**config.mk**
```make
export PLATFORM = sky130hd
export DESIGN_NAME = mod_lane_alu
export DESIGN_NICKNAME = d
export VERILOG_FILES = /design/src/common/coef_mem_pkg.sv /design/src/poly_engine/mod_lane_alu.sv
export SDC_FILE = /design/constraint.sdc
export NUM_CORES = 1
export LEC_CHECK = 0
export ABC_CLOCK_PERIOD_IN_PS = 800
export BUFFER_PORTS_ARGS = -buffer_cell sky130_fd_sc_hd__buf_4
export CORE_MARGIN = 4
export CORE_UTILIZATION = 55
export CTS_BUF_LIST = sky130_fd_sc_hd__clkbuf_8
export CTS_CLUSTER_SIZE = 20
export DETAILED_ROUTE_END_ITERATION = 8
export HOLD_SLACK_MARGIN = 0.03
export PLACE_DENSITY = 0.77
export SLEW_MARGIN = 20
export SYNTH_ARGS = -nofsm -noshare
export SYNTH_HDL_FRONTEND = slang
export SYNTH_SLANG_ARGS = --single-unit
```
**constraint.sdc**
```tcl
create_clock -name clk -period 0.8 [get_ports clk]
set_input_delay 0.04 -clock clk [delete_from_list [all_inputs] [get_ports clk]]
set_output_delay 0.04 -clock clk [all_outputs]
set_load 0.1 [all_outputs]
```
**src/common/coef_mem_pkg.sv**
```systemverilog
//==========================================================================
// Coefficient memory package
// Widths, host address map, modulus and sequencer states shared by the
// APB port, the coefficient store and the polynomial engine
//==========================================================================
`default_nettype none

package coef_mem_pkg;

    typedef logic [8:0]  host_addr_t;
    typedef logic [63:0] host_data_t;
    typedef logic [23:0] coef_t;
    typedef logic [6:0]  blk_addr_t;
    typedef logic [95:0] blk_data_t;

    localparam int HOST_SLOTS    = 512;
    localparam int COEF_W        = $bits(coef_t);
    localparam int COEFS_PER_BLK = 4;
    localparam int BLKS_PER_POLY = 16;

    // Block bases of polynomials A, B and C
    localparam blk_addr_t POLY_A_BLK = 7'd0;
    localparam blk_addr_t POLY_B_BLK = 7'd16;
    localparam blk_addr_t POLY_C_BLK = 7'd32;

    // Register slots at the top of the host map
    localparam host_addr_t LAST_POLY_SLOT = 9'd191;
    localparam host_addr_t CTRL_REG       = 9'd509;
    localparam host_addr_t ENABLE_REG     = 9'd510;
    localparam host_addr_t STATUS_REG     = 9'd511;

    localparam coef_t MOD_Q           = 24'd8380417;
    localparam int    CTRL_OP_SUB_BIT = 0;

    typedef enum logic [1:0] {
        SEQ_IDLE,
        SEQ_RUN,
        SEQ_DRAIN,
        SEQ_DONE
    } seq_state_t;

endpackage

`default_nettype wire

```
**src/poly_engine/mod_lane_alu.sv**
```systemverilog
//==========================================================================
// Four-lane modular ALU
// Adds or subtracts packed coefficient blocks lane by lane modulo q
//==========================================================================
`timescale 1ns/1ps
`default_nettype none

module mod_lane_alu (
    input  wire                           clk,
    input  wire                           reset_n,
    input  wire                           op_valid,
    input  wire                           op_sub,
    input  wire coef_mem_pkg::blk_data_t  a_data,
    input  wire coef_mem_pkg::blk_data_t  b_data,
    output coef_mem_pkg::blk_data_t       res_data,
    output logic                          res_valid
);
    import coef_mem_pkg::*;

    blk_data_t lane_res;

    // Both operands sit below q, so one correction step is enough
    function automatic coef_t mod_add(coef_t a, coef_t b);
        logic [COEF_W:0] sum;
        sum = {1'b0, a} + {1'b0, b};
        if (sum >= {1'b0, MOD_Q}) begin
            sum = sum - {1'b0, MOD_Q};
        end
        return sum[COEF_W-1:0];
    endfunction

    function automatic coef_t mod_sub(coef_t a, coef_t b);
        coef_t diff;
        diff = a - b;
        // On a borrow the wrapped difference plus q lands back in range
        if (a < b) begin
            diff = diff + MOD_Q;
        end
        return diff;
    endfunction

    always_comb begin
        for (int lane = 0; lane < COEFS_PER_BLK; lane++) begin
            lane_res[lane*COEF_W +: COEF_W] = op_sub ?
                mod_sub(a_data[lane*COEF_W +: COEF_W], b_data[lane*COEF_W +: COEF_W]) :
                mod_add(a_data[lane*COEF_W +: COEF_W], b_data[lane*COEF_W +: COEF_W]);
        end
    end

    always_ff @(posedge clk or negedge reset_n) begin
        if (!reset_n) begin
            res_valid <= 1'b0;
        end else begin
            res_valid <= op_valid;
        end
    end

    always_ff @(posedge clk) begin
        if (op_valid) begin
            res_data <= lane_res;
        end
    end

endmodule

`default_nettype wire

```
==> results_dict.tcl, run 1 <==
set metrics [dict create \
    ys_warn_count 0 \
    cts.sinks 97 \
    ys_ff_latch 97 \
    io_pins 293 \
    port_buffers 292 \
    synthTopCellsByCount "224 x nor2_1, 206 x xnor2_1, 204 x ha_1, 200 x nand2_1, 192 x inv_1" \
    place_hpwl_um 68900 \
    cts_made_buffers 9 \
    clk_path_buf_depth 2 \
    root_buffer "clkbuf_8" \
    syn-num-nets 3076 \
    worstEndpointGrtRepair "res_data[79]$_DFFE_PP_/D" \
    ys.flop_type "edfxtp_1" \
    stop_stage "5_1_grt" \
    yosys.area.top_type "edfxtp_1" \
    error "[ERROR DPL-0038] Utilization greater than 100%, impossible to legalize" \
    synthCells 2668 \
    synth_top_area_share 0.1445 \
    synth_area_leaders "edfxtp_1 14%, ha_1 13%, xnor2_1 9.0%" \
    grt_max_degree 37 \
    yosysUniqueCellTypes 96 \
    endpoint_type "sequential cell input" \
    synthesis.area_um2 19960 \
    rows 69 \
    avgSynthCellArea_um2 7.480 \
    ys_seq_area_frac 0.1457 \
    synth_edf_count 96 \
    place_area_um2 30730 \
    start_util 0.5597 \
    gp_congestion 1.019 \
    die_w_um 198.5 \
    synth.most_common_cell "nor2_1" \
    die_h_um 198.5 \
    status "stopped before the end" \
    async_flop_share 0.01031 \
    cts_max_level 3 \
]
[repair_timing]
action | 4_1_cts
pin swaps | 192
setup endpoints to repair | 193
setup buffers | 91
hold buffers | 2
hold endpoints to repair | 1
gates resized for setup | 414
cloned | 5
[cells by family after synthesis]
group | after synthesis | synth area share
AND/OR/NAND/NOR | 959 | 0.2468
AO/OA/AOI/OAI | 761 | 0.2655
buffers and inverters | 316 | 0.06138
XOR/XNOR | 281 | 0.1233
adder cells (fa/ha/maj) | 212 | 0.1359
flip-flops | 97 | 0.1457
multiplexers | 42 | 0.02138
[through the flow]
step | instances | worst slack, ns | hold WS (ns)
CTS | 4408 | -2.416 | 0.07047
global placement | 4296 | -2.849 | -0.1623
floorplan | 2668 | -2.736 | -0.2556
detailed placement | 4296 | -2.957 | -0.1654
==> run 2: changes to the inputs <==
--- a/config.mk
+++ b/config.mk
@@ -8,12 +8,9 @@
 export ABC_CLOCK_PERIOD_IN_PS = 800
 export BUFFER_PORTS_ARGS = -buffer_cell sky130_fd_sc_hd__buf_4
 export CORE_MARGIN = 4
-export CORE_UTILIZATION = 55
-export CTS_BUF_LIST = sky130_fd_sc_hd__clkbuf_8
-export CTS_CLUSTER_SIZE = 20
+export CORE_UTILIZATION = 40
 export DETAILED_ROUTE_END_ITERATION = 8
-export HOLD_SLACK_MARGIN = 0.03
-export PLACE_DENSITY = 0.77
+export PLACE_DENSITY_LB_ADDON = 0.15
 export SLEW_MARGIN = 20
 export SYNTH_ARGS = -nofsm -noshare
 export SYNTH_HDL_FRONTEND = slang
==> results_dict.tcl, run 2 <==
set metrics [dict create \
    status "finished with violations" \
    violations "negative setup slack" \
    io_pins 293 \
    critical_path_class "input pin to flip-flop" \
    die_area_um2 53530 \
    rows 81 \
    antenna_found_initial 0 \
    die_w_um 231.4 \
    use_met3 0.02667 \
    drc 0 \
    setup_viol 193 \
    start_kind "input pin" \
    max_flop_register "res_data" \
    synth_area_leaders "edfxtp_1 14%, ha_1 13%, xnor2_1 9.0%" \
    fin_area_um2 35320 \
    avgSynthCellArea_um2 7.480 \
    synthCells 2668 \
    cts.sinks 97 \
    critPathMaxFanout 9 \
    period_needed_ns 3.402 \
    critical_path.slowest_cell "or4b_4" \
    drt_iter0_markers 1617 \
    grt_pass1_vias 25870 \
    areaGrowthSynthToFinish_pct 76.99 \
    cts_tree "yes" \
    antenna_left 0 \
    cp-end-kind "flip-flop" \
    start_util 0.4060 \
    cts_max_level 3 \
    drive_gt1_frac 0.4754 \
    cp.arrival_ns 3.51 \
    grt_max_degree 29 \
    cp_num_buf_inv 4 \
    finalPower_w 0.05364 \
    cp.required_ns 0.91 \
    cts_made_buffers 9 \
    core_area_um2 49150 \
    setup_slack_ns -2.602 \
    max_slew.worst_pin.slew_ns 0.5718 \
    die_h_um 231.4 \
    relSlewSlack 0.6128 \
    clk_pin_slew_ns 0.07 \
    yosys.area.top_type "edfxtp_1" \
    via_per_inst 5.539 \
    synth.most_common_cell "nor2_1" \
    finalNetCount 4408 \
    place_hpwl_um 68610 \
    gr-total-overflow 0 \
    hold_viol 0 \
    largestRegisters "res_data (96), res_valid (1)" \
    power.leakage_nw 16.15 \
    wirelength_um 87150 \
    grt_pass1_wl_um 133200 \
    critPathTopFamily "compound AO/OA/AOI/OAI gates" \
    synth_top_area_share 0.1445 \
    synth_edf_count 96 \
    first_pass_iters 5 \
    grt_usage 0.3026 \
    ir_worst_vdd_v 0.001692 \
    busiest_layer "met2" \
    rsz0062_at_grt "true" \
    ys_ff_latch 97 \
    final_common_cell "buf_4" \
    wire_per_inst_um 18.66 \
    ys_warn_count 0 \
    fmax_mhz 294.0 \
    hold_ws_ns 0.03854 \
    yosysUniqueCellTypes 96 \
    gr-usage-met1 0.3930 \
    pre_cts_ws_ns -3.080 \
    largest_reg_flops 96 \
    cp_cell_sequence "buf_8, ha_4, fa_2, nor2b_4, o221a_4, o211ai_1, a31oi_2, o31ai_2, or4b_4, a211oi_4, buf_4, o41ai_4, buf_4, buf_8, a311o_1, o41ai_2, a21oi_1" \
    port_buffers 292 \
    place_area_um2 31180 \
    synthesis.area_um2 19960 \
    syn-num-nets 3076 \
    fin_crit_sh 4.252 \
    clk_path_buf_depth 2 \
    layout_common_cells "1,242 x buf_4, 211 x nor2_1, 179 x nand2_1, 177 x inv_1, 175 x xnor2_1" \
    synthTopCellsByCount "224 x nor2_1, 206 x xnor2_1, 204 x ha_1, 200 x nand2_1, 192 x inv_1" \
    ys_seq_area_frac 0.1457 \
    hp-class "input pin to flip-flop" \
    p_per_area_nw_per_um2 1519 \
    gp_congestion 0.9279 \
    async_flop_share 0.01031 \
    drv_cap 0 \
    use_met2 0.5364 \
    slew_violations 0 \
    fin_cells 4669 \
    ys.flop_type "edfxtp_1" \
    slowest_delay_ns 0.51 \
    antenna_cells 0 \
    dp.cells 4523 \
    num_vias 25860 \
    root_buffer "clkbuf_16" \
]
run 2: cell counts after synthesis:
No cell type changed its count.
run 2: cells by family (layout without fill, tap and decap cells):
group,after synthesis,in the layout,synth area share
compound gates,761,763,0.2655
xor+xnor,281,281,0.1233
fa+ha+maj,212,212,0.1359
buf+inv,316,1651,0.06138
flops,97,97,0.1457
mux,42,42,0.02138
simple gates,959,959,0.2468
run 2: path summary, 6_finish.rpt:
check / startpoint / endpoint / slack [ns] / cells past startpoint
max: b_data[72] / res_data[84] / -2.60 / 17
min: op_valid / res_data[44] / 0.04 / 1
max in group asynchronous: reset_n / res_valid / 0.16 / 3
min in group asynchronous: reset_n / res_valid / 0.53 / 3
run 2: timing repair:
item,CTS,global route
hold buffers,2,0
endpoints found under the setup margin,193,193
gates resized for setup,403,190
pin swaps,209,167
setup buffers,102,41
endpoints found under the hold margin,1,0
gates cloned,6,0
run 2: layer usage:
layer	wire, um	up-vias
li1	-	12460
met1	37590	12440
met2	42430	818
met3	4343	144
met4	2780	0
met5	0	-
run 2: through the flow:
step | setup TNS (ns) | util
after floorplan | -251.66 | -
after global placement | -270.19 | 0.6344
after detailed placement | -276.94 | 0.6344
after CTS | -253.77 | 0.6951
after global routing | -268.80 | 0.7186
final | -256.59 | 0.7186
run 2: area by class of cell:
class / instances / area [um^2]
Fill cell: 3888 / 13830
Inverter: 198 / 810.8
Clock buffer: 12 / 246.5
Timing Repair Buffer: 1437 / 11730
Clock inverter: 4 / 31.28
Multi-Input combinational cell: 2257 / 18760
Tap cell: 664 / 830.8
Sequential cell: 97 / 2909
run 2: where the power goes:
part           switching, W  internal (W)
sequential         0.000893       0.00692
clock               0.00211       0.00220
combinational        0.0231        0.0184
Note: power is estimated with default switching activity, not from simulation.
