==> src/common/coef_mem_pkg.sv <==
//==========================================================================
// Coefficient memory package
// Widths, host address map, modulus and sequencer states shared by the
// APB port, the coefficient store and the polynomial engine
//==========================================================================
`default_nettype none

package coef_mem_pkg;

    typedef logic [8:0]  host_addr_t;
    typedef logic [63:0] host_data_t;
    typedef logic [23:0] coef_t;
    typedef logic [6:0]  blk_addr_t;
    typedef logic [95:0] blk_data_t;

    localparam int HOST_SLOTS    = 512;
    localparam int COEF_W        = $bits(coef_t);
    localparam int COEFS_PER_BLK = 4;
    localparam int BLKS_PER_POLY = 16;

    // Block bases of polynomials A, B and C
    localparam blk_addr_t POLY_A_BLK = 7'd0;
    localparam blk_addr_t POLY_B_BLK = 7'd16;
    localparam blk_addr_t POLY_C_BLK = 7'd32;

    // Register slots at the top of the host map
    localparam host_addr_t LAST_POLY_SLOT = 9'd191;
    localparam host_addr_t CTRL_REG       = 9'd509;
    localparam host_addr_t ENABLE_REG     = 9'd510;
    localparam host_addr_t STATUS_REG     = 9'd511;

    localparam coef_t MOD_Q           = 24'd8380417;
    localparam int    CTRL_OP_SUB_BIT = 0;

    typedef enum logic [1:0] {
        SEQ_IDLE,
        SEQ_RUN,
        SEQ_DRAIN,
        SEQ_DONE
    } seq_state_t;

endpackage

`default_nettype wire

==> src/rtl/apb_slave_port.sv <==
//==========================================================================
// APB slave port
// Turns APB transfers into single-cycle host strobes, with zero wait states
// on writes, one wait state on reads and an error for unmapped accesses
//==========================================================================
`timescale 1ns/1ps
`default_nettype none

module apb_slave_port (
    input  wire                           clk,
    input  wire                           reset_n,
    input  wire                           psel,
    input  wire                           penable,
    input  wire                           pwrite,
    input  wire coef_mem_pkg::host_addr_t paddr,
    input  wire coef_mem_pkg::host_data_t pwdata,
    output coef_mem_pkg::host_data_t      prdata,
    output logic                          pready,
    output logic                          pslverr,
    output logic                          host_wr,
    output logic                          host_rd,
    output coef_mem_pkg::host_addr_t      host_addr,
    output coef_mem_pkg::host_data_t      host_wdata,
    input  wire coef_mem_pkg::host_data_t host_rdata
);
    import coef_mem_pkg::*;

    typedef enum logic [1:0] {
        ST_SETUP,
        ST_RD_WAIT,
        ST_RESPOND
    } apb_state_t;

    apb_state_t state;
    logic       setup_phase;
    logic       addr_bad;
    logic       wr_bad;

    assign setup_phase = psel && !penable;

    // The gap between the last polynomial slot and the registers is unmapped
    assign addr_bad = (paddr > LAST_POLY_SLOT) && (paddr < CTRL_REG);
    assign wr_bad   = addr_bad || (paddr == STATUS_REG);

    // APB holds address and write data stable over the whole transfer
    assign host_addr  = paddr;
    assign host_wdata = pwdata;

    // The store drives zero in any cycle that follows no read strobe
    assign prdata = host_rdata;

    always_ff @(posedge clk or negedge reset_n) begin
        if (!reset_n) begin
            state   <= ST_SETUP;
            pready  <= 1'b0;
            pslverr <= 1'b0;
            host_wr <= 1'b0;
            host_rd <= 1'b0;
        end else begin
            pready  <= 1'b0;
            pslverr <= 1'b0;
            host_wr <= 1'b0;
            host_rd <= 1'b0;
            case (state)
                ST_SETUP: begin
                    // Strobes are set up here so they land in the first access cycle
                    if (setup_phase && pwrite) begin
                        host_wr <= !wr_bad;
                        pready  <= 1'b1;
                        pslverr <= wr_bad;
                        state   <= ST_RESPOND;
                    end else if (setup_phase) begin
                        host_rd <= !addr_bad;
                        state   <= ST_RD_WAIT;
                    end
                end
                ST_RD_WAIT: begin
                    pready  <= 1'b1;
                    pslverr <= addr_bad;
                    state   <= ST_RESPOND;
                end
                default: begin
                    state <= ST_SETUP;
                end
            endcase
        end
    end

endmodule

`default_nettype wire

==> config.mk <==
export PLATFORM = sky130hd
export DESIGN_NAME = apb_slave_port
export DESIGN_NICKNAME = d
export VERILOG_FILES = /design/src/common/coef_mem_pkg.sv /design/src/rtl/apb_slave_port.sv
export SDC_FILE = /design/constraint.sdc
export NUM_CORES = 1
export LEC_CHECK = 0
export BUFFER_PORTS_ARGS = -buffer_cell sky130_fd_sc_hd__clkbuf_2
export CAP_MARGIN = 25
export CORE_AREA = 2 2 110 112
export CTS_BUF_LIST = sky130_fd_sc_hd__clkbuf_2
export DETAILED_ROUTE_END_ITERATION = 10
export DIE_AREA = 0 0 112 114
export PLACE_DENSITY_LB_ADDON = 0.25
export SLEW_MARGIN = 5
export SYNTH_ARGS = -nofsm -noshare
export SYNTH_HDL_FRONTEND = slang
export SYNTH_SLANG_ARGS = --single-unit
==> constraint.sdc <==
create_clock -name clk -period 1.3 [get_ports clk]
set_input_delay 0.195 -clock clk [delete_from_list [all_inputs] [get_ports clk]]
set_output_delay 0.195 -clock clk [all_outputs]
set_load 0.1 [all_outputs]
* Word level (Yosys, flattened, before mapping)
Index checks and enable logic that the tools add are counted.
** Cells by class
- Order comparisons :: 2
- Equal/unequal tests :: 3
- Mux-type cells :: 12
- Reductions and logical operators :: 8
** Operators by type and width (number)
- equality test 9 bit (second input constant) :: 1
- > comparator 9 x 8 -> 1 bit (second input constant) :: 1
- less-than comparator 9 bit (second input constant) :: 1
- two-way mux 1 bit :: 7
- two-way mux 2 bit :: 2
- one-hot mux 1 bit (2 select lines) :: 2
- one-hot mux 2 bit (2 select lines) :: 1
- logical AND 1 bit :: 3
- zero test 1 bit :: 3
- inequality test 3 bit (second input constant) :: 1
- equality test 2 x 1 -> 1 bit (second input constant) :: 1
- zero test 2 bit :: 1
- logical OR 1 bit :: 1
** Storage, ports and cells
- Register bits after elaboration :: 6
- Bits of input ports :: 142
- Logic and storage cells :: 30

* Depth between registers and ports, before layout
- Word-level depth :: 6
- Depth in mapped cells :: 3
- Gate-level depth less buffers :: 3

* Worst setup path before layout
Ideal clock, no wire load.
- Path kind :: reg-to-output
- From :: register host_rd
- To :: output port host_rd
- Arrival :: 0.883 ns
- Setup slack :: 0.222 ns
- Stages on the path, launching flop included :: 1
- Path buffers :: 0
- Cells stage by stage :: dfrtp_1
** RTL lines
- start, declared :: RTL line apb_slave_port.sv:21 : output logic host_rd,
- start signal, assigned :: RTL line apb_slave_port.sv:73 : host_rd <= !addr_bad;
No word-level cell between the ends.

* Final worst setup path
- From :: register state[1]
- To :: register host_rd
** On the way
- Longest elaborated chain between the ends :: 2
** RTL lines
- start, declared :: RTL line apb_slave_port.sv:34 : apb_state_t state;
- start signal, assigned :: RTL line apb_slave_port.sv:54 : state <= ST_SETUP;
- start signal, assigned :: RTL line apb_slave_port.sv:71 : state <= ST_RESPOND;
- start signal, assigned :: RTL line apb_slave_port.sv:74 : state <= ST_RD_WAIT;
- zero test 2 bit :: RTL line apb_slave_port.sv:64 : case (state)
- two-way mux 1 bit :: RTL line apb_slave_port.sv:64
No other way between the ends.
A chain may end at the register's enable or synchronous reset.

==> impl_summary.txt <==
----------------------------------------------------
[Floorplan]
  Initial Utilization ... 0.112
  Die extent in x ... 112 µm
  Full die area ... 12,800 µm²
  I/O pin total ... 283
  # rows ... 40
  Y dimension of the die ... 114 µm
  Total core area ... 11,700 µm²

[Logic synthesis]
  Distinct cell type count of the synthesized netlist ... 18
  Count of mapped cells out of synthesis ... 162
  Post-Syn Area ... 1310 µm²
  Synthesized area per cell ... 8.10 µm²
  Part of the Yosys area used for sequential elements ... 0.114
  Total nets after synthesis ... 304
  Ys Warns ... 0
  #FFs+latches synth ... 6

[Power and ir drop]
  Post-layout total power ... 0.602 mW
  Leakage ... 0.295 nW
  Maximum vdd ir drop ... 0.000189 V
  PwrDens ... 824 nW/µm²

[STA]
  Slew Viols, Final ... 0
  Clock Skew ... 0.00394 ns
  Share of the clock period used by the worst path after layout ... 0.826
  Setup-violating endpoint count in the final report ... 0
  Actual transition at the worst max-transition pin ... 0.335 ns
  Setup Total Neg Slack ... 0 ns
  Fmax ... 932 MHz
  Final count of hold timing violations ... 0
  Time the final worst path needs with I/O delays and setup ... 1.07 ns
  Worst max-slew margin expressed relative to the limit ... 0.773
  Unrepaired setup endpoints after global routing ... false

[Critical path]
  Category of the most critical setup path ... flip-flop to flip-flop
  Critical path launch point type ... flip-flop
  Termination of the worst setup path ... host_rd
  Worst Path Max Fanout ... 3
  Cells on worst reg2reg path ... 3
  Terminus of the critical flop-to-flop path ... host_rd
  WP data required ... 1.45 ns
  Setup crit end kind ... flip-flop
  Register-to-register setup slack ... 0.23 ns
  Launch point of the worst reg-to-reg path ... state[1]
  Data arrival time of the critical path ... 1.23 ns
  Worst Setup SP ... state[1]

[Global route]
  Final global-route overflow total ... 0
  Pin count of the biggest net entering global routing ... 7
  Antenna violations before repair ... 0
  Wire length of the first global-routing pass ... 3.60 mm
  Total routing usage reported by global routing ... 0.0426
  Vias in the first global route ... 533

[Cells and area]
  Count of inserted antenna diode cells ... 0
  Synth-to-Final Area Change ... -44.3%
  Most frequent standard cell in the layout excluding fill and tap cells ... sky130_fd_sc_hd__clkbuf_2
  Most frequent cells in the layout ... 16 x sky130_fd_sc_hd__clkbuf_2, 7 x sky130_fd_sc_hd__buf_4, 6 x sky130_fd_sc_hd__dfrtp_1, 6 x sky130_fd_sc_hd__buf_12, 3 x sky130_fd_sc_hd__a21oi_1
  Final Net Count ... 199
  Share of post-route cells with drive strength above 1 ... 0.564

[Min path]
  Hold Path Cell Cnt ... 2
  Worst min-delay path class ... input port to flip-flop

[Route]
  Via density per instance ... 2.49
  Number of remaining DRC errors ... 0
  Wire length per cell after detailed routing ... 13.9 µm
  Number of nets with antenna violations after routing ... 0
  WL final ... 2.81 mm
  Number of design-rule violations left by the first detailed-router iteration ... 14
  Detailed-route via count ... 503
  Router iterations before antenna repair ... 2

[Clock tree]
  TritonCTS clock tree ... yes
  Cell at the root of the clock tree ... sky130_fd_sc_hd__clkbuf_2
  Worst-Skew Late Latency ... 0.21 ns
  Number of buffers added by the clock tree synthesis step ... 3
  Clock slew seen by the registers of the worst setup and hold paths ... 0.06 ns
  Max Root-Sink Buffers ... 2
  Number of clock sinks ... 6
  Number of levels in the clock H-tree ... 1

[Place]
  Total of buffers placed on input and output ports ... 26
  GP Congestion ... 0.619

[Status]
  Result of the run ... finished, final reports clean

[Flow run]
  Max Cap Viol ... 0

----------------------------------------------------
==> cell type report <==
class                   count  area (µm²)
clock buffers               3        15.0
fillers                  1394       11000
inverters                   1        3.75
multi-input cells          18         130
flip-flops and latches      6         150
well taps                 147         184
repair buffers             27         248
==> per-layer routing <==
metal / global-route usage / vias to the layer above / wire [µm]
met5: 0 / - / 0
met4: 0.0764 / 0 / 498
met3: 0.0414 / 66 / 638
met2: 0.0566 / 73 / 1110
met1: 0.0223 / 209 / 557
li1: - / 155 / -
==> Yosys cell counts <==
master | number | share of area
sky130_fd_sc_hd__nand3b_1 | 1 | 0.0057
sky130_fd_sc_hd__o21ai_0 | 2 | 0.0076
sky130_fd_sc_hd__o21a_1 | 1 | 0.0057
sky130_fd_sc_hd__nor4b_2 | 1 | 0.011
sky130_fd_sc_hd__a21boi_0 | 1 | 0.0057
sky130_fd_sc_hd__and2b_1 | 1 | 0.0057
sky130_fd_sc_hd__a21oi_1 | 3 | 0.011
sky130_fd_sc_hd__nand4_1 | 1 | 0.0048
sky130_fd_sc_hd__nor4b_1 | 1 | 0.0067
sky130_fd_sc_hd__o21bai_1 | 1 | 0.0057
sky130_fd_sc_hd__dfrtp_1 | 6 | 0.11
sky130_fd_sc_hd__nand2_1 | 1 | 0.0029
sky130_fd_sc_hd__nor3_1 | 1 | 0.0038
sky130_fd_sc_hd__xnor2_1 | 1 | 0.0067
sky130_fd_sc_hd__and3b_2 | 1 | 0.0076
sky130_fd_sc_hd__inv_1 | 1 | 0.0029
sky130_fd_sc_hd__buf_4 | 137 | 0.78
sky130_fd_sc_hd__o211a_1 | 1 | 0.0076
==> through the flow <==
| step | hold WS, ns | worst slack (ns) | instance area (µm²) | util | std cells |
|---|---|---|---|---|---|
| 6_report | 0.237 | 0.227 | 731 | 0.0624 | 202 |
| 5_1_grt | 0.232 | 0.118 | 731 | 0.0624 | 202 |
| 4_1_cts | 0.221 | 0.220 | 731 | 0.0624 | 202 |
| 3_5_place_dp | 0.0383 | 0.226 | 706 | 0.0603 | 198 |
| 3_3_place_gp | 0.0325 | 0.191 | 706 | 0.0603 | 198 |
| 2_1_floorplan | -0.101 | 0.222 | 1310 | - | 162 |
==> registers in the layout (all words and copies together) (netlist names) <==
name	cells
pready	1
pslverr	1
host_rd	1
state	2
host_wr	1
==> worst min path at each step <==
stage,startpoint,slack [ns],to
after floorplan,reset_n,-0.10,host_rd
after global placement,reset_n,0.03,host_rd
after detailed placement,reset_n,0.04,pslverr
after CTS,pwrite,0.22,host_wr
after global routing,pwrite,0.23,host_wr
final,pwrite,0.24,host_wr
==> worst max-delay path, stage by stage (launching register included) <==
cell                      delay (ns)
sky130_fd_sc_hd__dfrtp_1        0.40
sky130_fd_sc_hd__nor4b_2        0.32
sky130_fd_sc_hd__and2b_1        0.18
sky130_fd_sc_hd__o21a_1         0.11
==> cell families after synthesis <==
family	after synthesis	synth area share
flip-flops	6	0.114
AO/OA/AOI/OAI	9	0.0439
buffers and inverters	138	0.786
XOR/XNOR	1	0.00667
AND/OR/NAND/NOR	8	0.0486
==> timing repair <==
item | CTS | global route
hold endpoints to repair | 6 | 0
buffers inserted | 0 | 0
hold buffers | 1 | 0
gates resized for setup | 0 | 0
==> power by group <==
| part | internal (mW) | leakage [nW] | switching (mW) |
|---|---|---|---|
| combinational | 0.0788 | 0.201 | 0.194 |
| clock | 0.0625 | 0.0125 | 0.0634 |
| sequential | 0.196 | 0.0813 | 0.00741 |
| total | 0.337 | 0.295 | 0.265 |
Power figures use the tool's default switching activity.
