### src/common/coef_mem_pkg.sv
//==========================================================================
// Coefficient memory package
// Widths, host address map, modulus and sequencer states shared by the
// APB port, the coefficient store and the polynomial engine
//==========================================================================
`default_nettype none

package coef_mem_pkg;

    typedef logic [8:0]  host_addr_t;
    typedef logic [63:0] host_data_t;
    typedef logic [23:0] coef_t;
    typedef logic [6:0]  blk_addr_t;
    typedef logic [95:0] blk_data_t;

    localparam int HOST_SLOTS    = 512;
    localparam int COEF_W        = $bits(coef_t);
    localparam int COEFS_PER_BLK = 4;
    localparam int BLKS_PER_POLY = 16;

    // Block bases of polynomials A, B and C
    localparam blk_addr_t POLY_A_BLK = 7'd0;
    localparam blk_addr_t POLY_B_BLK = 7'd16;
    localparam blk_addr_t POLY_C_BLK = 7'd32;

    // Register slots at the top of the host map
    localparam host_addr_t LAST_POLY_SLOT = 9'd191;
    localparam host_addr_t CTRL_REG       = 9'd509;
    localparam host_addr_t ENABLE_REG     = 9'd510;
    localparam host_addr_t STATUS_REG     = 9'd511;

    localparam coef_t MOD_Q           = 24'd8380417;
    localparam int    CTRL_OP_SUB_BIT = 0;

    typedef enum logic [1:0] {
        SEQ_IDLE,
        SEQ_RUN,
        SEQ_DRAIN,
        SEQ_DONE
    } seq_state_t;

endpackage

`default_nettype wire

### src/poly_engine/poly_op_sequencer.sv
//==========================================================================
// Pointwise operation sequencer
// Walks the 16 blocks of A and B, streams the ALU results into C and
// signals completion to the store
//==========================================================================
`timescale 1ns/1ps
`default_nettype none

module poly_op_sequencer (
    input  wire                           clk,
    input  wire                           reset_n,
    input  wire                           zeroize,
    input  wire                           start_req,
    output logic                          op_rd,
    output coef_mem_pkg::blk_addr_t       a_rd_addr,
    output coef_mem_pkg::blk_addr_t       b_rd_addr,
    output logic                          op_valid,
    input  wire                           res_valid,
    input  wire coef_mem_pkg::blk_data_t  res_data,
    output logic                          blk_wr,
    output coef_mem_pkg::blk_addr_t       blk_wr_addr,
    output coef_mem_pkg::blk_data_t       blk_wr_data,
    output logic                          op_done
);
    import coef_mem_pkg::*;

    localparam int               IDX_W    = $clog2(BLKS_PER_POLY);
    localparam logic [IDX_W-1:0] LAST_IDX = IDX_W'(BLKS_PER_POLY - 1);

    seq_state_t       state;
    logic [IDX_W-1:0] rd_idx;
    logic [IDX_W-1:0] wr_idx;
    logic             busy;

    assign busy  = (state == SEQ_RUN) || (state == SEQ_DRAIN);
    assign op_rd = (state == SEQ_RUN);

    assign a_rd_addr = POLY_A_BLK + blk_addr_t'(rd_idx);
    assign b_rd_addr = POLY_B_BLK + blk_addr_t'(rd_idx);

    // Results arrive two cycles after their reads, a stray one after zeroize is dropped
    assign blk_wr      = res_valid && busy;
    assign blk_wr_addr = POLY_C_BLK + blk_addr_t'(wr_idx);
    assign blk_wr_data = res_data;

    assign op_done = (state == SEQ_DONE);

    always_ff @(posedge clk or negedge reset_n) begin
        if (!reset_n) begin
            state    <= SEQ_IDLE;
            rd_idx   <= '0;
            wr_idx   <= '0;
            op_valid <= 1'b0;
        end else if (zeroize) begin
            state    <= SEQ_IDLE;
            rd_idx   <= '0;
            wr_idx   <= '0;
            op_valid <= 1'b0;
        end else begin
            // Matches the one-cycle read latency of the store
            op_valid <= op_rd;

            // Both indices wrap back to zero after the last block
            if (blk_wr) begin
                wr_idx <= wr_idx + 1'b1;
            end

            case (state)
                SEQ_IDLE: begin
                    if (start_req) begin
                        state <= SEQ_RUN;
                    end
                end
                SEQ_RUN: begin
                    rd_idx <= rd_idx + 1'b1;
                    if (rd_idx == LAST_IDX) begin
                        state <= SEQ_DRAIN;
                    end
                end
                SEQ_DRAIN: begin
                    if (blk_wr && (wr_idx == LAST_IDX)) begin
                        state <= SEQ_DONE;
                    end
                end
                default: begin
                    state <= SEQ_IDLE;
                end
            endcase
        end
    end

endmodule

`default_nettype wire

### config.mk
export PLATFORM = sky130hd
export DESIGN_NAME = poly_op_sequencer
export DESIGN_NICKNAME = d
export VERILOG_FILES = /design/src/common/coef_mem_pkg.sv /design/src/poly_engine/poly_op_sequencer.sv
export SDC_FILE = /design/constraint.sdc
export NUM_CORES = 1
export LEC_CHECK = 0
export BUFFER_PORTS_ARGS = -buffer_cell sky130_fd_sc_hd__buf_2
export CORE_AREA = 5 5 83 85
export CTS_CLUSTER_DIAMETER = 100
export DETAILED_ROUTE_END_ITERATION = 10
export DIE_AREA = 0 0 88 90
export HOLD_SLACK_MARGIN = 0.05
export PLACE_DENSITY = 0.67
export SETUP_SLACK_MARGIN = 0.5
export SLEW_MARGIN = 20
export SYNTH_ARGS = -nofsm -noshare
export SYNTH_HDL_FRONTEND = slang
export SYNTH_SLANG_ARGS = --single-unit
### constraint.sdc
create_clock -name clk -period 1.75 [get_ports clk]
set_input_delay 0.0875 -clock clk [delete_from_list [all_inputs] [get_ports clk]]
set_output_delay 0.0875 -clock clk [all_outputs]
set_load 0.005 [all_outputs]
* Yosys cells after proc, flatten, opt, wreduce, memory -nomap -nowiden
Cells that the tools add are included. Widths: inputs -> output; s select.
Storage, ports and cells: register bits 11, word-level logic and storage cells 33
Cells by class: equal/unequal tests 8, reductions and logical operators 7, muxes and demuxes 10, $add $sub $neg 4
Operators by type and width (number):
- $mux 4 | 4
- $add 4x1->4 const B | 2
- $eq 4x4->1 const B | 2
- $mux 2 | 4
- $add 6x4->7 const A | 1
- $add 5x4->6 const A | 1
- $ne 3x2->1 const B | 2
- $pmux 2 s3 | 1
- $eq 2x2->1 const B | 2
- $reduce_bool 2->1 | 2
- $ne 3x3->1 const B | 1
- $reduce_and 3->1 | 1
- $eq 2x1->1 const B | 1
- $logic_and 1x1->1 | 2
- $logic_not 2->1 | 1
- $logic_or 1x1->1 | 1
- $mux 1 | 1

* Logic depth before layout (Yosys ltp)
Gate-level depths: netlist of the first run.
word-level depth 7, mapped depth 7, depth with buffers taken out 6

* Worst setup path before layout of the first run
OpenSTA, ideal clock, no wires.
kind register to register, start register state[0], end register state[1], stages on the path, launching flop included 8, buffers on the path 1, required time 1.671 ns, arrival 1.475 ns, library setup time 0.079 ns, period minus slack after synthesis 1.555 ns, path slack 0.195 ns, path through dfrtp_1 > inv_1 > ha_1 > and2_1 > buf_6 > a41oi_2 > a221oi_2 > mux2i_1
Between the ends: longest elaborated chain between the ends 6, elaborated cells between the ends (all ways) 12, classes of those cells 5 x eq/ne; 2 x mux; 5 x reduce/logical
Ends and longest elaborated chain:
- start: declaration | RTL line poly_op_sequencer.sv:30 | seq_state_t state;
- start signal: assignment | RTL line poly_op_sequencer.sv:50 | state <= SEQ_IDLE;
- start signal: assignment | RTL line poly_op_sequencer.sv:55 | state <= SEQ_IDLE;
- start signal: assignment | RTL line poly_op_sequencer.sv:71 | state <= SEQ_RUN;
- $eq 2x1->1 / $eq 2x2->1 (equally long branches) | RTL line poly_op_sequencer.sv:35 | assign busy = (state == SEQ_RUN) || (state == SEQ_DRAIN);
- $logic_or 1x1->1 * | RTL line poly_op_sequencer.sv:35
- $logic_and 1x1->1 * | RTL line poly_op_sequencer.sv:42 | assign blk_wr = res_valid && busy;
- named net blk_wr | RTL line poly_op_sequencer.sv:20 | output logic blk_wr,
- $logic_and 1x1->1 * | RTL line poly_op_sequencer.sv:81 | if (blk_wr && (wr_idx == LAST_IDX)) begin
- $ne 3x2->1 (no line) *
- $reduce_and 3->1 (no line) *
The timed path passes the listed nets; every way through them passes the cells marked *. A chain may end at the register's enable or synchronous reset.

* Final worst setup path of the first run
start register state[0], end register state[1]
Between the ends: longest elaborated chain between the ends 6, elaborated cells between the ends (all ways) 12, classes of those cells 5 x eq/ne; 2 x mux; 5 x reduce/logical
Ends and longest elaborated chain (RTL line):
- $eq 2x1->1 / $eq 2x2->1 (equally long branches) | poly_op_sequencer.sv:35, poly_op_sequencer.sv:68
- $logic_or 1x1->1 | poly_op_sequencer.sv:35
- $logic_and 1x1->1 | poly_op_sequencer.sv:42
- $logic_and 1x1->1 | poly_op_sequencer.sv:81
- $ne 3x2->1 (no line)
- $reduce_and 3->1 (no line)
Parallel ways exist; a longest one is shown, timed or not.

==> flow_metrics.py, run 1 <==
metrics = {
    "power": {
        "comb_power_share_pct": 46.0,
        "power_switching_uw": 395.1,
        "p_seq_share_pct": 32.5,
        "p_clk_share_pct": 21.6,
        "p_sw_share_pct": 34.56,
        "internal_power_uw": 748.4,
        "p_leak_uw": 0.0004603,
        "power_density_nw_per_um2": 1232,
        "peakVddDrop_mv": 0.3466,
    },
    "route": {
        "drtIter0Drc": 28,
        "routed_via_density": 3.635,
        "num_vias": 607,
        "wirelength_mm": 2.409,
        "drc": 0,
        "dr.pass1.iters": 3,
        "ant_nets": 0,
        "wl_per_cell_um": 14.43,
    },
    "global_route": {
        "grt_remaining_overflow": 0,
        "grt_pass1_vias": 680,
        "track_usage_pct": 6.124,
        "antenna_found_initial": 0,
        "grt_pass1_wl_mm": 3.505,
        "grt_max_degree": 14,
    },
    "sta": {
        "hold_viol": 0,
        "period_share_pct": 87.22,
        "period_needed_ps": 1526,
        "finalSetupTns_ps": 0,
        "skew_ps": 1.041,
        "drv_slew": 0,
        "setup_violations": 0,
        "rsz0062_at_grt": "yes",
        "max_freq_ghz": 0.6551,
    },
    "floorplanning": {
        "row_count": 29,
        "die_y_um": 90,
        "start_util_pct": 23.12,
        "dieWidth_um": 88,
        "die_area_um2": 7920,
        "core_area_um2": 6132,
        "ios": 222,
    },
    "synthesis": {
        "synth_top_area_cell": "buf_4",
        "yosys_warnings": 0,
        "ys_types": 22,
        "ys_top_cells_by_count": "buf_4, dfrtp_1, nor2_1, ha_1, xor2_1",
        "yosys-top-cells-area": "buf_4, dfrtp_1, ha_1, nor2_1, xor2_1",
        "synth_top_area_share_pct": 57.72,
        "netlist_area_um2": 1418,
        "avgSynthCellArea_um2": 8.592,
        "synth-edff-count": 0,
        "yosysMostFrequentCell": "buf_4",
        "synthFlopType": "dfrtp_1",
        "synthCells": 165,
        "synth-seq-cells": 11,
        "ys_seq_area_share_pct": 19.42,
        "synthArstFlopShare_pct": 100.0,
    },
    "run_status": {
        "outcome": "finished, final reports clean",
    },
    "finish": {
        "areaGrowthSynthToFinish_pct": -34.51,
        "drive_gt1_share_pct": 41.11,
        "nNetsFinal": 198,
        "antenna_cells": 0,
        "fin_area_um2": 928.4,
    },
    "worst_setup_path": {
        "critPathMaxFanout": 3,
        "r2r_start": "state[0]$_DFFE_PN0P_",
        "end_kind": "flip-flop",
        "cp_slowest_stage_delay_ps": 390,
        "path_delay_family": "flip-flops",
        "worstSetupPathType": "reg -> reg",
        "required_ps": 1900,
        "reg2regPathDepth": 6,
        "cp-start-kind": "flip-flop",
        "rrSetupSlack_ps": 220,
        "cp.arrival_ps": 1680,
        "path_cells": "inv_2 -> ha_4 -> and2_4 -> a41oi_2 -> a221oi_2 -> mux2i_1",
        "critPathSlowestCell": "dfrtp_1",
        "r2r_end": "state[1]$_DFFE_PN0P_",
        "path_buf_inv": 1,
    },
    "min_path": {
        "hold_path_end": "blk_wr_data[27]",
        "hold_class": "in -> out",
        "min_from": "res_data[27]",
        "hold_depth": 0,
    },
    "placed_design": {
        "port_buffers": 20,
        "place_congestion": 0.6683,
        "hpwl_mm": 1.883,
        "dpl_cell_area_um2": 814.5,
    },
    "clocking": {
        "clock_path_buffers": 2,
        "clkTransAtPathRegs_ps": 50,
        "cts.sinks": 11,
        "h-tree-depth": 1,
        "cts_tree": "yes",
        "clockRootBuffer": "clkbuf_8",
        "clkLatencyLatePin_ps": 230,
        "cts_buffers": 3,
    },
    "run": {
        "drv_cap": 0,
    },
}
[power by group through the flow]
stage / Clock (µW) / Combinational, µW / Sequential, µW
2_1_floorplan: 0 / 480 / 368
3_3_place_gp: 0 / 395 / 370
3_5_place_dp: 0 / 405 / 375
4_1_cts: 258 / 519 / 371
5_1_grt: 276 / 580 / 384
6_report: 247 / 526 / 371
[worst max path at each step]
| stage | startpoint | to | slack (ps) | depth (start not counted) |
|---|---|---|---|---|
| floorplan | state[0]$_DFFE_PN0P_ | state[1]$_DFFE_PN0P_ | 230 | 7 |
| global placement | state[0]$_DFFE_PN0P_ | state[1]$_DFFE_PN0P_ | 250 | 6 |
| detailed placement | state[0]$_DFFE_PN0P_ | state[1]$_DFFE_PN0P_ | 180 | 6 |
| CTS | state[0]$_DFFE_PN0P_ | state[1]$_DFFE_PN0P_ | 240 | 6 |
| global route | state[0]$_DFFE_PN0P_ | state[1]$_DFFE_PN0P_ | 150 | 6 |
| finish | state[0]$_DFFE_PN0P_ | state[1]$_DFFE_PN0P_ | 220 | 6 |
[layout make-up]
type | count | area [µm²]
fill | 669 | 5204
multi-input combinational | 48 | 357.8
sequential | 11 | 275.3
timing repair buffer | 25 | 146.4
tap | 77 | 96.34
clock buffer | 4 | 45.04
inverter | 2 | 7.507
[worst register-to-register path: cells and delay by family (launching register included)]
family | cells | cell delay [ps]
muxes | 1 | 230
AOI/OAI and AO/OA | 2 | 370
buffers and inverters | 1 | 70
adders and majority gates | 1 | 260
and+or+nand+nor | 1 | 130
DFF | 1 | 390
[kinds of logic after synthesis]
| logic type | synth area share (%) |
|---|---|
| buf+inv | 59.31 |
| compound gates | 3.089 |
| fa+ha+maj | 5.296 |
| other cells | 0.5298 |
| mux | 2.118 |
| xor+xnor | 3.707 |
| simple gates | 6.532 |
| flops | 19.42 |
[flip-flops by register name (all words and copies together) (netlist names)]
signal / count
op_valid: 1
rd_idx: 4
wr_idx: 4
state: 2
[cells in the final DEF, fill, tap and decap left out]
cell type	count
nand2_1	2
nand4_1	2
mux2i_1	3
nand3_1	1
nor2_1	10
xnor2_1	1
ha_2	2
ha_1	3
xnor2_2	1
nand2b_1	1
inv_2	2
o21a_1	1
and2_4	1
buf_6	1
nor2b_1	1
or2b_1	1
o21ai_0	1
buf_4	4
a221oi_2	1
dlygate4sd3_1	1
nand2_2	1
ha_4	1
dfrtp_1	11
conb_1	9
clkbuf_8	3
buf_2	19
xor2_1	4
a41oi_2	1
clkbuf_1	1
[layer usage]
metal / vias to the layer above / track usage, % / part of all wire [%]
met5: - / 0 / 0
met4: 0 / 7.033 / 8.9
met3: 42 / 4.570 / 16
met2: 51 / 9.987 / 50
met1: 275 / 3.757 / 25
li1: 239 / - / -
[timing repair]
| action | in CTS | in global routing |
|---|---|---|
| hold buffers | 1 | 0 |
| setup endpoints to repair | 8 | 9 |
| resized for setup | 6 | 2 |
| endpoints found under the hold margin | 11 | 0 |
| setup buffers | 3 | 0 |
| pin swaps | 3 | 0 |
[per-stage QoR]
stage / hold slack, ps / power (µW) / utilization, % / instances / worst slack (ps)
detailed placement: -25.58 / 780.5 / 13.28 / 159 / 175.8
global placement: -24.41 / 765.5 / 13.28 / 159 / 245.6
finish: 175.0 / 1143 / 15.14 / 167 / 223.6
CTS: 175.0 / 1148 / 15.06 / 167 / 239.6
floorplan: -208.1 / 848.0 / - / 172 / 225.4
global route: 175.0 / 1241 / 15.14 / 167 / 146.4
No activity file was read; power rests on OpenSTA's default activity.
==> run 2: changes to the inputs <==
--- a/config.mk
+++ b/config.mk
@@ -5,13 +5,14 @@
 export SDC_FILE = /design/constraint.sdc
 export NUM_CORES = 1
 export LEC_CHECK = 0
+export ABC_AREA = 1
 export BUFFER_PORTS_ARGS = -buffer_cell sky130_fd_sc_hd__buf_2
-export CORE_AREA = 5 5 83 85
+export CORE_AREA = 5 5 82 84
 export CTS_CLUSTER_DIAMETER = 100
 export DETAILED_ROUTE_END_ITERATION = 10
-export DIE_AREA = 0 0 88 90
+export DIE_AREA = 0 0 87 89
 export HOLD_SLACK_MARGIN = 0.05
-export PLACE_DENSITY = 0.67
+export PLACE_DENSITY = 0.69
 export SETUP_SLACK_MARGIN = 0.5
 export SLEW_MARGIN = 20
 export SYNTH_ARGS = -nofsm -noshare
==> run 2 against run 1 <==
Setup slack improved by 230 ps. Synthesized area rose by 2.3%. Final area increased by 8.9%. Cell count grew 13%. Critical endpoint is now blk_wr. Fmax increased by 18%. Total power rose by 18%. Critical path depth down 1. Sequential power grew 2%. First-iteration DRC count up 36%.
==> flow_metrics.py, run 2 <==
metrics = {
    "placed_design": {
        "hpwl_mm": 2.063,
        "place_congestion": 0.6992,
        "port_buffers": 20,
    },
    "global_route": {
        "grt_pass1_vias": 707,
        "antenna_found_initial": 0,
        "use_met3_pct": 6.359,
        "gr-usage-met1_pct": 5.141,
        "grt_pass1_wl_mm": 3.712,
        "grt-busiest-layer": "met2",
        "grt_max_degree": 12,
        "grt_remaining_overflow": 0,
        "grt.met2_usage_pct": 8.696,
        "track_usage_pct": 6.688,
    },
    "synthesis": {
        "synthCells": 185,
        "avgSynthCellArea_um2": 7.839,
        "netlist_area_um2": 1450,
        "yosys-top-cells-area": "buf_4, dfrtp_1, ha_1, nand2_1, nor2_1",
        "synthArstFlopShare_pct": 100.0,
        "yosysMostFrequentCell": "buf_4",
        "ys_types": 17,
        "synthFlopType": "dfrtp_1",
        "synth_top_area_cell": "buf_4",
        "ys_seq_area_share_pct": 18.98,
        "yosys_warnings": 0,
        "synth-edff-count": 0,
        "synth-seq-cells": 11,
        "ys_top_cells_by_count": "buf_4, nand2_1, dfrtp_1, nor2_1, inv_1",
        "synth_top_area_share_pct": 56.43,
    },
    "floorplanning": {
        "die_y_um": 89,
        "row_count": 28,
        "ios": 222,
        "die_area_um2": 7743,
        "core_area_um2": 5851,
        "dieWidth_um": 87,
        "start_util_pct": 24.79,
    },
    "finish": {
        "nNetsFinal": 221,
        "areaGrowthSynthToFinish_pct": -30.28,
        "final_cell_mix": "buf_2, nand2_1, dfrtp_1, conb_1, nor2_1",
        "mostFrequentLayoutCell": "buf_2",
        "top_regs": "rd_idx (4), wr_idx (4), state (2)",
        "antenna_cells": 0,
        "drive_gt1_share_pct": 38.94,
    },
    "sta": {
        "skew_ps": 2.931,
        "period_share_pct": 74.16,
        "period_needed_ps": 1298,
        "max_freq_ghz": 0.7705,
        "hold_viol": 0,
        "drv_slew": 0,
        "setup_violations": 0,
        "fin_hold_ws_ps": 88.79,
        "rsz0062_at_grt": "yes",
        "finalSetupTns_ps": 0,
    },
    "worst_setup_path": {
        "cp.arrival_ps": 1210,
        "rrSetupSlack_ps": 470,
        "end_kind": "primary output",
        "cp-start-kind": "flip-flop",
        "required_ps": 1660,
        "worstSetupPathType": "reg -> out",
        "r2r_start": "state[0]$_DFFE_PN0P_",
        "crit_start": "state[0]$_DFFE_PN0P_",
        "reg2regPathDepth": 7,
        "r2r_end": "state[1]$_DFFE_PN0P_",
        "critPathMaxFanout": 3,
    },
    "clocking": {
        "clock_path_buffers": 2,
        "cts.sinks": 11,
        "clkTransAtPathRegs_ps": 50,
        "cts_tree": "yes",
        "cts_buffers": 3,
        "clockRootBuffer": "clkbuf_8",
        "h-tree-depth": 1,
        "clkLatencyLatePin_ps": 240,
    },
    "run_status": {
        "outcome": "finished, final reports clean",
    },
    "power": {
        "peakVddDrop_mv": 0.3978,
        "p_leak_uw": 0.0005257,
        "power_density_nw_per_um2": 1332,
    },
    "min_path": {
        "hold_depth": 2,
        "hold_path_end": "op_valid$_DFF_PN0_",
        "min_from": "zeroize",
        "hold_class": "in -> reg",
    },
    "route": {
        "drtIter0Drc": 38,
        "num_vias": 712,
        "dr.pass1.iters": 3,
        "wl_per_cell_um": 13.99,
        "routed_via_density": 3.787,
        "drc": 0,
        "ant_nets": 0,
        "wirelength_mm": 2.631,
    },
    "run": {
        "drv_cap": 0,
    },
}
-- run 2: layout make-up --
type / instances / area [µm²]
clock buffer: 4 / 45.04
inverter: 10 / 40.04
sequential: 11 / 275.3
fill: 647 / 4840
multi-input combinational: 62 / 395.4
tap: 75 / 93.84
timing repair buffer: 26 / 161.4
-- run 2: routing by layer --
layer	share of wire [%]	vias to the layer above	wire (µm)
met3	20	41	539
li1	-	305	-
met2	42	54	1099
met5	0	-	0
met4	9.2	0	242
met1	29	312	750
-- run 2: kinds of logic (layout without fill, tap and decap cells) --
kind of cell | Yosys count | in the layout | synth area share [%]
compound gates | 10 | 10 | 4.400
fa+ha+maj | 6 | 6 | 5.177
buf+inv | 119 | 40 | 59.02
flops | 11 | 11 | 18.98
other cells | 2 | 9 | 0.5179
simple gates | 37 | 37 | 11.91
-- run 2: metrics by stage --
stage | utilization, % | std cells | setup WS (ps) | cell area, µm² | total power [µW]
floorplan | - | 192 | 503.4 | 1494 | 934.9
global placement | 14.86 | 178 | 398.3 | 869.6 | 885.2
detailed placement | 14.86 | 178 | 370.6 | 869.6 | 907.1
CTS | 16.72 | 187 | 465.2 | 978.4 | 1310
global route | 17.28 | 188 | 373.0 | 1011 | 1464
finish | 17.28 | 188 | 452.1 | 1011 | 1347
-- run 2: timing repair --
action | 4_1_cts | 5_1_grt
cloned | 0 | 0
resized for setup | 7 | 6
pin swaps | 2 | 4
hold endpoints to repair | 11 | 0
endpoints found under the setup margin | 8 | 5
setup buffers | 4 | 1
hold buffers | 1 | 0
-- run 2: worst max-delay path by stage --
stage                                end  slack [ps]  cells after the start
CTS                               blk_wr         470                      5
global route        state[0]$_DFFE_PN0P_         370                      7
floorplan           state[0]$_DFFE_PN0P_         500                      9
finish                            blk_wr         450                      5
global placement    state[1]$_DFFE_PN0P_         400                      9
detailed placement  state[0]$_DFFE_PN0P_         370                      9
-- run 2: report_power, final --
group	total [µW]	internal (µW)	leakage (µW)	switching (µW)
registers	379	318	0.000148	61.5
logic	701	336	0.000355	365
clock network	267	161	0.0000228	106
total	1350	815	0.000526	532
-- run 2: critical path, stage by stage, from the launching register on --
cell	delay [ps]
dfrtp_1	380
inv_2	70
ha_4	300
nand2_4	70
inv_2	60
buf_6	90
==> run 3: changes to the inputs <==
--- a/config.mk
+++ b/config.mk
@@ -5,14 +5,14 @@
 export SDC_FILE = /design/constraint.sdc
 export NUM_CORES = 1
 export LEC_CHECK = 0
-export ABC_AREA = 1
+export ABC_AREA = 0
 export BUFFER_PORTS_ARGS = -buffer_cell sky130_fd_sc_hd__buf_2
-export CORE_AREA = 5 5 82 84
+export CORE_AREA = 5 5 83 85
 export CTS_CLUSTER_DIAMETER = 100
 export DETAILED_ROUTE_END_ITERATION = 10
-export DIE_AREA = 0 0 87 89
+export DIE_AREA = 0 0 88 90
 export HOLD_SLACK_MARGIN = 0.05
-export PLACE_DENSITY = 0.69
+export PLACE_DENSITY = 0.7
 export SETUP_SLACK_MARGIN = 0.5
 export SLEW_MARGIN = 20
 export SYNTH_ARGS = -nofsm -noshare
==> constraint.sdc (replaced) <==
create_clock -name clk -period 1.16 [get_ports clk]
set_input_delay 0.058 -clock clk [delete_from_list [all_inputs] [get_ports clk]]
set_output_delay 0.058 -clock clk [all_outputs]
set_load 0.005 [all_outputs]
==> run 3 against run 2 <==
The flow now finishes with violations (negative setup slack). Via count shrank 8.6%. Sequential power grew 36%. Final area grew 14%. Flip-flop and latch count is the same. Register-to-register slack lost 760 ps. Utilization grew 1.5 points. Cell count shrank 4.8%. Global-route usage shrank 1.2 points. Clock-buffer cell count shrank 1. Setup slack lost 740 ps. Combinational power grew 65%.
==> flow_metrics.py, run 3 (synthesis results as in run 1) <==
metrics = {
    "run_status": {
        "outcome": "complete, but fails checks",
        "violations": "negative setup slack",
    },
    "placed_design": {
        "dp.cells": 170,
        "place_congestion": 0.7652,
        "port_buffers": 20,
        "hpwl_mm": 1.805,
    },
    "run": {
        "drv_cap": 0,
    },
    "route": {
        "ant_nets": 0,
        "drtIter0Drc": 10,
        "drc": 0,
        "routed_via_density": 3.637,
        "num_vias": 651,
        "wirelength_mm": 2.291,
        "wl_per_cell_um": 12.80,
        "dr.pass1.iters": 2,
    },
    "clocking": {
        "clock_path_buffers": 2,
        "cts_tree": "yes",
        "cts_buffers": 3,
        "clkLatencyLatePin_ps": 240,
        "cts.sinks": 11,
        "clockRootBuffer": "clkbuf_8",
        "h-tree-depth": 1,
        "clkTransAtPathRegs_ps": 50,
    },
    "worst_setup_path": {
        "cp.arrival_ps": 1620,
        "end_kind": "flip-flop",
        "required_ps": 1330,
        "cp-start-kind": "flip-flop",
        "critPathMaxFanout": 3,
        "worstSetupPathType": "reg -> reg",
    },
    "floorplanning": {
        "row_count": 29,
        "die_area_um2": 7920,
        "start_util_pct": 23.12,
        "ios": 222,
        "dieWidth_um": 88,
        "core_area_um2": 6132,
        "die_y_um": 90,
    },
    "power": {
        "p_clk_share_pct": 18.8,
        "p_sw_share_pct": 32.15,
        "p_leak_uw": 0.0005459,
        "peakVddDrop_mv": 0.4230,
        "comb_power_share_pct": 56.2,
        "p_seq_share_pct": 25.0,
        "internal_power_uw": 1397,
        "power_density_nw_per_um2": 1789,
        "power_uw": 2060,
        "power_switching_uw": 662.1,
    },
    "finish": {
        "drive_gt1_share_pct": 50.00,
        "fin_util_pct": 18.77,
        "antenna_cells": 0,
        "final_cell_mix": "buf_6, dfrtp_1, nor2_1, conb_1, buf_2",
        "top_regs": "rd_idx (4), wr_idx (4), state (2)",
        "nNetsFinal": 210,
        "fin_cells": 179,
        "areaGrowthSynthToFinish_pct": -18.80,
        "fill_cells": 669,
        "mostFrequentLayoutCell": "buf_6",
    },
    "sta": {
        "drv_slew": 0,
        "skew_ps": 6.818,
        "max_freq_ghz": 0.6890,
        "period_needed_ps": 1451,
        "hold_viol": 0,
        "fin_hold_ws_ps": 116.0,
        "fin_ws_ps": -291.3,
        "rsz0062_at_grt": "yes",
        "period_share_pct": 125.1,
        "setup_violations": 11,
    },
    "global_route": {
        "antenna_found_initial": 0,
        "grt_max_degree": 14,
        "track_usage_pct": 5.532,
        "grt_pass1_vias": 658,
        "grt_remaining_overflow": 0,
        "grt_pass1_wl_mm": 3.249,
    },
    "min_path": {
        "hold_class": "in -> out",
    },
}
-- run 3: through the flow --
stage | setup slack (ps) | setup TNS, ps | instance area [µm²]
2_1_floorplan | -364.6 | -1310 | 1446
3_5_place_dp | -354.5 | -1741 | 899.6
3_3_place_gp | -291.1 | -1430 | 899.6
5_1_grt | -393.8 | -2545 | 1151
4_1_cts | -305.3 | -1755 | 1144
6_report | -291.3 | -1681 | 1151
-- run 3: worst max-delay path: stages (launching register included) --
cell and delay [ps]:
dfrtp_1 360, inv_2 70, ha_4 250, and2_4 150
a41oi_2 100, a221oi_2 250, mux2i_1 210
-- run 3: power by group through the flow --
stage	logic, µW	clock network [µW]	registers, µW
floorplan	727	0	556
detailed placement	809	0	520
CTS	1170	406	516
global placement	804	0	514
finish	1160	386	516
global route	1260	434	524
-- run 3: area by class of cell --
cell class / count / area, µm² / share of cell area (%)
Timing Repair Buffer: 37 / 342.8 / 29.78
Clock buffer: 3 / 41.29 / 3.587
Inverter: 2 / 7.507 / 0.6522
Tap cell: 77 / 96.34 / 8.370
Sequential cell: 11 / 275.3 / 23.91
Clock inverter: 1 / 5.005 / 0.4348
Multi-Input combinational cell: 48 / 382.9 / 33.26
-- run 3: worst paths after layout --
path / startpoint / endpoint / slack (ps) / cells after the start
worst max-delay path: state[1]$_DFFE_PN0P_ / state[1]$_DFFE_PN0P_ / -290 / 6
worst min-delay path: res_data[26] / blk_wr_data[26] / 120 / 0
worst max register to register: state[1]$_DFFE_PN0P_ / state[1]$_DFFE_PN0P_ / -290 / 6
worst min register to register: state[1]$_DFFE_PN0P_ / state[1]$_DFFE_PN0P_ / 580 / 2
max in group asynchronous: reset_n / wr_idx[3]$_DFFE_PN0P_ / 690 / 2
min in group asynchronous: reset_n / rd_idx[1]$_DFFE_PN0P_ / 250 / 2
-- run 3: layer usage --
| metal | routed length [µm] | GRT usage (%) | vias to the layer above |
|---|---|---|---|
| met4 | 274 | 7.801 | 0 |
| met2 | 1017 | 7.412 | 54 |
| met1 | 657 | 4.415 | 284 |
| met3 | 342 | 3.748 | 48 |
| li1 | - | - | 265 |
| met5 | 0 | 0 | - |
-- run 3: what timing repair did --
action                                  4_1_cts  5_1_grt
endpoints found under the hold margin        11        0
setup buffers                                 3        1
gates resized for setup                      31        0
pin swaps                                     7        5
endpoints found under the setup margin       27       27
hold buffers                                  1        0
